### src/logic/pcUplink_config.svh
`ifndef PC_UPLINK_CONFIG_SVH
`define PC_UPLINK_CONFIG_SVH

////////////////////////////////////////
// host word fields, msb to lsb
////////////////////////////////////////
`define PC_ROUTE_W 5
`define PC_CODE_W 7
`define PC_DATA_W 20
`define PC_WORD_W (`PC_ROUTE_W + `PC_CODE_W + `PC_DATA_W)

// all ones in the route field sends a word to the host
`define PC_GO_HOME_ROUTE 5'h1f

// fpga-side event widths
`define TAG_STATE_W 27
`define TAG_FILT_W 13
`define TIME_W 40

// codes 0 to 13 are BD funnel leaves, FPGA traffic sits just above
`define BD_MAX_CODE 13
`define FPGA_MIN_CODE 14
`define FPGA_MAX_CODE 16

`endif

### src/logic/pcWordPkg.sv
`include "pcUplink_config.svh"

package pcWordPkg;

  ////////////////////////////////////////
  // host word layout
  ////////////////////////////////////////
  // [ route | code | data ]
  // BD and FPGA words share one code space
  // there is no separate BD/FPGA flag bit

  // codes the FPGA generates itself
  // BD codes 0 to BD_MAX_CODE are cast in as plain numbers
  typedef enum logic [`PC_CODE_W-1:0] {
    // filtered tag, sent as two words with the same code
    codeTag      = `FPGA_MIN_CODE,
    // heartbeat time bits 19 to 0
    codeBeatLow  = `FPGA_MIN_CODE + 1,
    // heartbeat time bits 39 to 20
    codeBeatHigh = `FPGA_MAX_CODE
  } pcCodeE;

  // one packed 32-bit word towards the host
  typedef struct packed {
    // destination; go-home for BD and FPGA traffic
    logic [`PC_ROUTE_W-1:0] route;
    // BD leaf code or a pcCodeE value
    logic [`PC_CODE_W-1:0]  code;
    // one 20-bit chunk of payload, lsbs sent first
    logic [`PC_DATA_W-1:0]  data;
  } pcWordT;

  // tag high word carries filter index over state bits 26 to 20
  // heartbeat words carry 20 bits of time each

endpackage

### src/logic/uplinkCtlPkg.sv
package uplinkCtlPkg;

  ////////////////////////////////////////
  // fpga serializer FSM
  ////////////////////////////////////////
  // idle accepts one event, then two words go out in order
  typedef enum logic [2:0] {
    idle,
    tagLow,
    tagHigh,
    beatLow,
    beatHigh
  } serStateE;

  ////////////////////////////////////////
  // merge arbiter
  ////////////////////////////////////////
  // round-robin pointer, names the input that wins a tie
  typedef enum logic {
    preferA,
    preferB
  } mergePrioE;

endpackage

### src/logic/serialWordIf.sv
`timescale 1ns/1ps
`include "pcUplink_config.svh"

// serialized word channel, valid/ack handshake
// payload is one 20-bit chunk, route only matters for global traffic
interface serialWordIf;

  logic [`PC_CODE_W-1:0]  code;
  logic [`PC_DATA_W-1:0]  payload;
  logic [`PC_ROUTE_W-1:0] route;
  logic                   valid;
  logic                   ack;

  // producer holds code, payload and route until valid and ack meet
  modport source (
    output code,
    output payload,
    output route,
    output valid,
    input  ack
  );

  // consumer may raise ack as a function of valid
  modport sink (
    input  code,
    input  payload,
    input  route,
    input  valid,
    output ack
  );

endinterface

### src/logic/channelMerge.sv
`timescale 1ns/1ps

// fair two-input merge of packed host words
// winner goes into a one-word output register
module channelMerge import pcWordPkg::*, uplinkCtlPkg::*; (
  input  logic   clk,
  input  logic   rstN,
  // input a
  input  pcWordT aData,
  input  logic   aValid,
  output logic   aAck,
  // input b
  input  pcWordT bData,
  input  logic   bValid,
  output logic   bAck,
  // merged output
  output pcWordT outData,
  output logic   outValid,
  input  logic   outAck
);

  mergePrioE prio;
  logic      grantA;
  logic      grantB;
  logic      canLoad;

  ////////////////////////////////////////
  // arbitration
  ////////////////////////////////////////
  // a lone request always wins, a tie goes to the pointer
  assign grantA = aValid && (!bValid || prio == preferA);
  assign grantB = bValid && (!aValid || prio == preferB);

  // register empty or emptying this cycle, so one word per cycle
  assign canLoad = !outValid || outAck;

  assign aAck = grantA && canLoad;
  assign bAck = grantB && canLoad;

  // pointer moves away from whichever input was just served
  always_ff @(posedge clk) begin
    if (!rstN) begin
      prio <= preferA;
    end else if (aAck) begin
      prio <= preferB;
    end else if (bAck) begin
      prio <= preferA;
    end
  end

  ////////////////////////////////////////
  // output register
  ////////////////////////////////////////
  always_ff @(posedge clk) begin
    if (!rstN) begin
      outValid <= 1'b0;
    end else if (aAck || bAck) begin
      outValid <= 1'b1;
    end else if (outAck) begin
      outValid <= 1'b0;
    end
  end

  // payload only, valid above says whether it counts
  always_ff @(posedge clk) begin
    if (aAck) begin
      outData <= aData;
    end else if (bAck) begin
      outData <= bData;
    end
  end

  // a stalled word stays put until the sink takes it
  assert property (@(posedge clk) disable iff (!rstN)
    (outValid && !outAck) |=> (outValid && $stable(outData)));

endmodule

### src/logic/fpgaSerializer.sv
`timescale 1ns/1ps
`include "pcUplink_config.svh"

// serializes FPGA-generated traffic into 20-bit-data words
// a tag event or a heartbeat becomes a low word then a high word
module fpgaSerializer import pcWordPkg::*, uplinkCtlPkg::*; (
  input  logic                    clk,
  input  logic                    rstN,
  // filtered tag events
  input  logic                    tagValid,
  input  logic [`TAG_STATE_W-1:0] tagState,
  input  logic [`TAG_FILT_W-1:0]  tagFilt,
  output logic                    tagAck,
  // heartbeat requests from the time manager
  input  logic                    beatValid,
  input  logic [`TIME_W-1:0]      beatTime,
  output logic                    beatAck,
  // serialized words towards the packer
  serialWordIf.source             out
);

  serStateE               state;
  pcCodeE                 wordCode;
  logic [`PC_DATA_W-1:0]  lowWord;
  logic [`PC_DATA_W-1:0]  highWord;
  logic                   sent;

  ////////////////////////////////////////
  // input acceptance
  ////////////////////////////////////////
  // only idle takes a new event, heartbeat has priority over tags
  always_comb begin
    beatAck = (state == idle) && beatValid;
    tagAck  = (state == idle) && !beatValid && tagValid;
  end

  // a word leaves when valid and ack meet
  assign sent = out.valid && out.ack;

  // captured event, split into its two words at capture time
  // tag high word is filter index over the top state bits
  always_ff @(posedge clk) begin
    if (beatAck) begin
      lowWord  <= beatTime[`PC_DATA_W-1:0];
      highWord <= beatTime[`TIME_W-1:`PC_DATA_W];
    end else if (tagAck) begin
      lowWord  <= tagState[`PC_DATA_W-1:0];
      highWord <= {tagFilt, tagState[`TAG_STATE_W-1:`PC_DATA_W]};
    end
  end

  ////////////////////////////////////////
  // word sequencing FSM
  ////////////////////////////////////////
  always_ff @(posedge clk) begin
    if (!rstN) begin
      state <= idle;
    end else begin
      case (state)
        idle: begin
          if (beatValid) begin
            state <= beatLow;
          end else if (tagValid) begin
            state <= tagLow;
          end
        end
        // low word first, then the high word the cycle after it leaves
        tagLow: begin
          if (sent) begin
            state <= tagHigh;
          end
        end
        tagHigh: begin
          if (sent) begin
            state <= idle;
          end
        end
        beatLow: begin
          if (sent) begin
            state <= beatHigh;
          end
        end
        beatHigh: begin
          if (sent) begin
            state <= idle;
          end
        end
        default: state <= idle;
      endcase
    end
  end

  // code follows the state, both tag words share one code
  always_comb begin
    case (state)
      beatLow:  wordCode = codeBeatLow;
      beatHigh: wordCode = codeBeatHigh;
      default:  wordCode = codeTag;
    endcase
  end

  ////////////////////////////////////////
  // output channel
  ////////////////////////////////////////
  assign out.valid   = (state != idle);
  assign out.code    = wordCode;
  assign out.payload = (state == tagLow || state == beatLow) ? lowWord : highWord;
  // packer replaces this, kept as go-home for any other sink
  assign out.route   = `PC_GO_HOME_ROUTE;

  // an accepted event shows up as a valid word on the next cycle
  assert property (@(posedge clk) disable iff (!rstN)
    (tagAck || beatAck) |=> (out.valid && state != idle));

  // words are held under back-pressure, nothing changes before the ack
  assert property (@(posedge clk) disable iff (!rstN)
    (out.valid && !out.ack) |=>
      (out.valid && $stable(out.code) && $stable(out.payload)));

endmodule

### src/logic/pcPacker.sv
`timescale 1ns/1ps
`include "pcUplink_config.svh"

// packs BD, FPGA and global word streams into host words
// then merges them in two registered stages
module pcPacker import pcWordPkg::*; (
  input  logic       clk,
  input  logic       rstN,
  serialWordIf.sink  bdIn,
  serialWordIf.sink  fpgaIn,
  serialWordIf.sink  globalIn,
  output pcWordT     outData,
  output logic       outValid,
  input  logic       outAck
);

  pcWordT bdWord;
  pcWordT fpgaWord;
  pcWordT globalWord;
  pcWordT innerData;
  logic   innerValid;
  logic   innerAck;

  ////////////////////////////////////////
  // pack stage, purely combinational
  ////////////////////////////////////////
  // BD and FPGA always go home, their route field is ignored
  always_comb begin
    bdWord.route     = `PC_GO_HOME_ROUTE;
    bdWord.code      = bdIn.code;
    bdWord.data      = bdIn.payload;
    fpgaWord.route   = `PC_GO_HOME_ROUTE;
    fpgaWord.code    = fpgaIn.code;
    fpgaWord.data    = fpgaIn.payload;
    // global words already carry their destination
    globalWord.route = globalIn.route;
    globalWord.code  = globalIn.code;
    globalWord.data  = globalIn.payload;
  end

  ////////////////////////////////////////
  // two-level merge
  ////////////////////////////////////////
  // inner stage joins BD and FPGA traffic
  channelMerge u_innerMerge (
    .clk      (clk),
    .rstN     (rstN),
    .aData    (bdWord),
    .aValid   (bdIn.valid),
    .aAck     (bdIn.ack),
    .bData    (fpgaWord),
    .bValid   (fpgaIn.valid),
    .bAck     (fpgaIn.ack),
    .outData  (innerData),
    .outValid (innerValid),
    .outAck   (innerAck)
  );

  // root stage adds global traffic, one register deeper
  channelMerge u_rootMerge (
    .clk      (clk),
    .rstN     (rstN),
    .aData    (innerData),
    .aValid   (innerValid),
    .aAck     (innerAck),
    .bData    (globalWord),
    .bValid   (globalIn.valid),
    .bAck     (globalIn.ack),
    .outData  (outData),
    .outValid (outValid),
    .outAck   (outAck)
  );

  // BD funnel only produces leaf codes, the FPGA range above must stay free
  assert property (@(posedge clk) disable iff (!rstN)
    bdIn.valid |-> (bdIn.code <= `PC_CODE_W'(`BD_MAX_CODE)));

endmodule

### src/logic/pcUplink.sv
`timescale 1ns/1ps
`include "pcUplink_config.svh"

// upward path from FPGA to host PC
// BD words, FPGA-generated events and global tag words in, host words out
module pcUplink (
  input  logic                    clk,
  input  logic                    rstN,
  // BD serializer words
  input  logic [`PC_CODE_W-1:0]   bdCode,
  input  logic [`PC_DATA_W-1:0]   bdPayload,
  input  logic                    bdValid,
  output logic                    bdAck,
  // filtered tag events
  input  logic                    tagValid,
  input  logic [`TAG_STATE_W-1:0] tagState,
  input  logic [`TAG_FILT_W-1:0]  tagFilt,
  output logic                    tagAck,
  // heartbeat requests
  input  logic                    beatValid,
  input  logic [`TIME_W-1:0]      beatTime,
  output logic                    beatAck,
  // global tag parser words, route already set
  input  logic [`PC_ROUTE_W-1:0]  globalRoute,
  input  logic [`PC_CODE_W-1:0]   globalCode,
  input  logic [`PC_DATA_W-1:0]   globalPayload,
  input  logic                    globalValid,
  output logic                    globalAck,
  // host words
  output logic [`PC_WORD_W-1:0]   pcData,
  output logic                    pcValid,
  input  logic                    pcAck
);

  serialWordIf bdCh ();
  serialWordIf fpgaCh ();
  serialWordIf globalCh ();

  // BD port onto its channel
  assign bdCh.code         = bdCode;
  assign bdCh.payload      = bdPayload;
  assign bdCh.route        = `PC_GO_HOME_ROUTE;
  assign bdCh.valid        = bdValid;
  assign bdAck             = bdCh.ack;

  // global port onto its channel
  assign globalCh.code     = globalCode;
  assign globalCh.payload  = globalPayload;
  assign globalCh.route    = globalRoute;
  assign globalCh.valid    = globalValid;
  assign globalAck         = globalCh.ack;

  // FPGA traffic is serialized here, adding one cycle before packing
  fpgaSerializer u_fpgaSerializer (
    .clk       (clk),
    .rstN      (rstN),
    .tagValid  (tagValid),
    .tagState  (tagState),
    .tagFilt   (tagFilt),
    .tagAck    (tagAck),
    .beatValid (beatValid),
    .beatTime  (beatTime),
    .beatAck   (beatAck),
    .out       (fpgaCh.source)
  );

  pcPacker u_pcPacker (
    .clk      (clk),
    .rstN     (rstN),
    .bdIn     (bdCh.sink),
    .fpgaIn   (fpgaCh.sink),
    .globalIn (globalCh.sink),
    .outData  (pcData),
    .outValid (pcValid),
    .outAck   (pcAck)
  );

endmodule

### config.mk
export PLATFORM = sky130hd
export DESIGN_NAME = pcUplink
export DESIGN_NICKNAME = d
export VERILOG_FILES = /design/src/logic/pcWordPkg.sv /design/src/logic/uplinkCtlPkg.sv /design/src/logic/serialWordIf.sv /design/src/logic/channelMerge.sv /design/src/logic/fpgaSerializer.sv /design/src/logic/pcPacker.sv /design/src/logic/pcUplink.sv
export VERILOG_INCLUDE_DIRS = /design/src /design/src/logic
export SDC_FILE = /design/constraint.sdc
export NUM_CORES = 1
export LEC_CHECK = 0
export ABC_CLOCK_PERIOD_IN_PS = 8440
export BUFFER_PORTS_ARGS = -buffer_cell sky130_fd_sc_hd__buf_2
export CORE_AREA = 5 5 118 120
export CTS_CLUSTER_DIAMETER = 80
export DETAILED_ROUTE_END_ITERATION = 6
export DIE_AREA = 0 0 123 125
export PLACE_DENSITY_LB_ADDON = 0.05
export SLEW_MARGIN = 20
export SYNTH_ARGS = -nofsm -noshare
export SYNTH_HDL_FRONTEND = slang
export SYNTH_HIERARCHICAL = 1
export SYNTH_SLANG_ARGS = --single-unit
### constraint.sdc
create_clock -name clk -period 8.44 [get_ports clk]
set_input_delay 1.266 -clock clk [delete_from_list [all_inputs] [get_ports clk]]
set_output_delay 1.266 -clock clk [all_outputs]
set_load 0.05 [all_outputs]
==> results.md <==
* Outcome: completed
* Yosys Warn Count at 6
* Peak VDD IR at between 0.09 and 0.1 mV
* Global route overflow at 0
* Row count at 42
* Worst-path fanout max at 33
* Reg area at about 3300 µm²
* Filler cells at about 1100
* Int Pwr at approximately 1200 µW
* # H-tree levels at 3
* Worst skew pair latency at around 0.34 ns
* Hold Vio Cnt, Final at 0
* Area after DPL at between 6000 and 7000 µm²
* CTS Buf Count at 9
* Critical path class: in2out
* DRC Markers at 0
* IO Count at roughly 180
* Antenna Nets Post-Route at 0
* Die H at about 130 µm
* Post-CTS Hold Fix Bufs at 0
* Mapped Area at around 5500 µm²
* DP Wirelength at around 7500 µm
* HP Class: reg2reg
* # port buffers at about 180
* CP Launch Type: primary input
* Initial core utilization at between 40% and 50%
* Layout cells sized above 1 at 66.6%
* CP endpoint kind: output port
* Die X at between 100 and 150 µm
* Total routed wirelength at 10000 µm
* Clock-pin slew on the worst setup and hold paths at 0.06 ns
* Fin crit period at between 4 and 5 ns
* Post-Synthesis Cells at about 300
* First-pass GRT wire length at between 15000 and 20000 µm
* Logic pwr share at 27.6%
* Clock sink count at between 100 and 150
* Worst EP arrival at between 3 and 4 ns
* Initial antenna violation count at 3
* CTS root buf: clkbuf_16
* Clock Tree Buf Depth at 2
* Worst Path Required at about 7.2 ns
* Fmax at approximately 220 MHz
* Seq pwr share at between 40 and 50%
* DIE AREA at 15400 µm²
* Post-CTS Setup Bufs at 0
* GRT Resource Usage Total at 13.2%
* Sw Share at a little over a quarter
* Fin crit share at between 50 and 60%
* RSZ-0062 raised after global routing: false
* Drt first pass iters at 4
* Maxcap violations at 0
* Slew Viols, Final at 0
* Final setup violation count at 0
* Pin count of the biggest net entering global routing at 42
* Fin nets at between 600 and 700
* Crit path from: globalValid
* Hold Crit Start: u_pcPacker/u_innerMerge/outData[22]$_DFFE_PP_
* Routed vias at roughly 2900
* Reg2reg start: u_pcPacker/u_innerMerge/outValid$_SDFFE_PN0P_
* Placed cells at ~650
* Area occupied by multi-input gates at approximately 2100 µm²
* Post-Layout Cell Count at approximately 670
* Final instance area at roughly 6900 µm²
* Core area at about 13000 µm²
* CTS resizes at 0
* Sum of negative setup slack at 0 ns
* Clk pwr share at between 20% and 30%
* LEAKAGE at around 0.0031 µW
* Wirelength per Cell at 14.9 µm
* Slew @ Worst Pin at around 1.1 ns
* DR iter-0 viols at 150
* TritonCTS clock tree: built
* Vias per inst at 4.36
* Max_slew headroom at between 20 and 30%
* Syn avg cell area at roughly 18 µm²
* P_sw at approximately 450 µW
* Vias in the first global route at between 3000 and 4000
* Gpl congestion at slightly above 0.7
* P&R area growth vs syn at 24.1%
* Pwr/cell area at 241 nW/µm²
* Worst Skew at ~0.0053 ns
[worst paths after layout]
check	endpoint	slack, ns	depth (start not counted)
setup reg to reg	u_pcPacker/u_innerMerge/outData[1]$_DFFE_PP_	5.80	5
hold reg to reg	u_pcPacker/u_rootMerge/outData[22]$_DFFE_PP_	0.55	1
hold / removal	u_pcPacker/u_rootMerge/outData[22]$_DFFE_PP_	0.55	1
setup / recovery	bdAck	3.86	8
[cell usage in the layout (no fill, tap or decap), types with 2 or more instances in the layout]
master / n
inv_1: 7
o21a_1: 2
nand2_1: 5
nand3_4: 2
and3_1: 2
nand2b_1: 3
clkinv_1: 2
nor2_1: 5
clkbuf_16: 9
dfxtp_1: 7
diode_2: 2
a21boi_0: 2
nand2b_4: 2
edfxtp_1: 104
conb_1: 12
clkbuf_1: 2
mux2_4: 97
buf_2: 182
mux2_2: 27
bufinv_16: 2
nor2b_4: 2
a21oi_1: 5
[routing by layer]
metal	up-vias	global-route usage [%]	share of wire [%]
met3	10	4.43	8.3
met4	2	4.30	1.3
li1	1511	-	-
met2	115	21.5	47
met5	-	0	0.20
met1	1295	16.4	43
[metrics by stage]
stage               power (µW)  hold WS, ns  setup slack [ns]  utilization [%]
floorplan                 1150        0.523              4.65                -
global placement          1230        0.531              3.82             50.8
detailed placement        1240        0.533              3.79             50.8
CTS                       1680        0.550              3.80             53.2
global route              1740        0.556              3.64             53.4
finish                    1660        0.547              3.86             53.4
[worst max-delay path, cell delays in order]
cell	delay, ns
buf_2	0.12
nand2_1	0.10
nand3_4	0.49
inv_1	0.17
nand2b_4	0.18
nand3_4	0.49
inv_1	0.18
buf_2	0.29
[flip-flops by register name, summed over array words and instances, names as in the netlist]
register / count
u_fpgaSerializer/highWord: 20
u_pcPacker/u_rootMerge/prio: 1
u_fpgaSerializer/lowWord: 20
u_fpgaSerializer/state: 3
u_pcPacker/u_innerMerge/outData: 32
u_pcPacker/u_rootMerge/outValid: 1
u_pcPacker/u_innerMerge/prio: 1
u_pcPacker/u_rootMerge/outData: 32
u_pcPacker/u_innerMerge/outValid: 1
[area by class of cell]
class	instances	share of cell area, %
Clock inverter	5	1.06
Antenna cell	2	0.0729
Tap cell	176	3.21
Multi-Input combinational cell	177	30.8
Timing Repair Buffer	183	13.6
Sequential cell	111	47.5
Inverter	7	0.383
Clock buffer	11	3.39
[power by group through the flow]
| stage | Sequential [µW] | Combinational (µW) | Clock [µW] |
|---|---|---|---|
| after detailed placement | 779 | 459 | 0 |
| after global placement | 777 | 455 | 0 |
| after floorplan | 861 | 286 | 0 |
| final | 764 | 458 | 435 |
| after global routing | 775 | 492 | 471 |
| after CTS | 767 | 460 | 451 |
(Power assumes the default switching activity.)
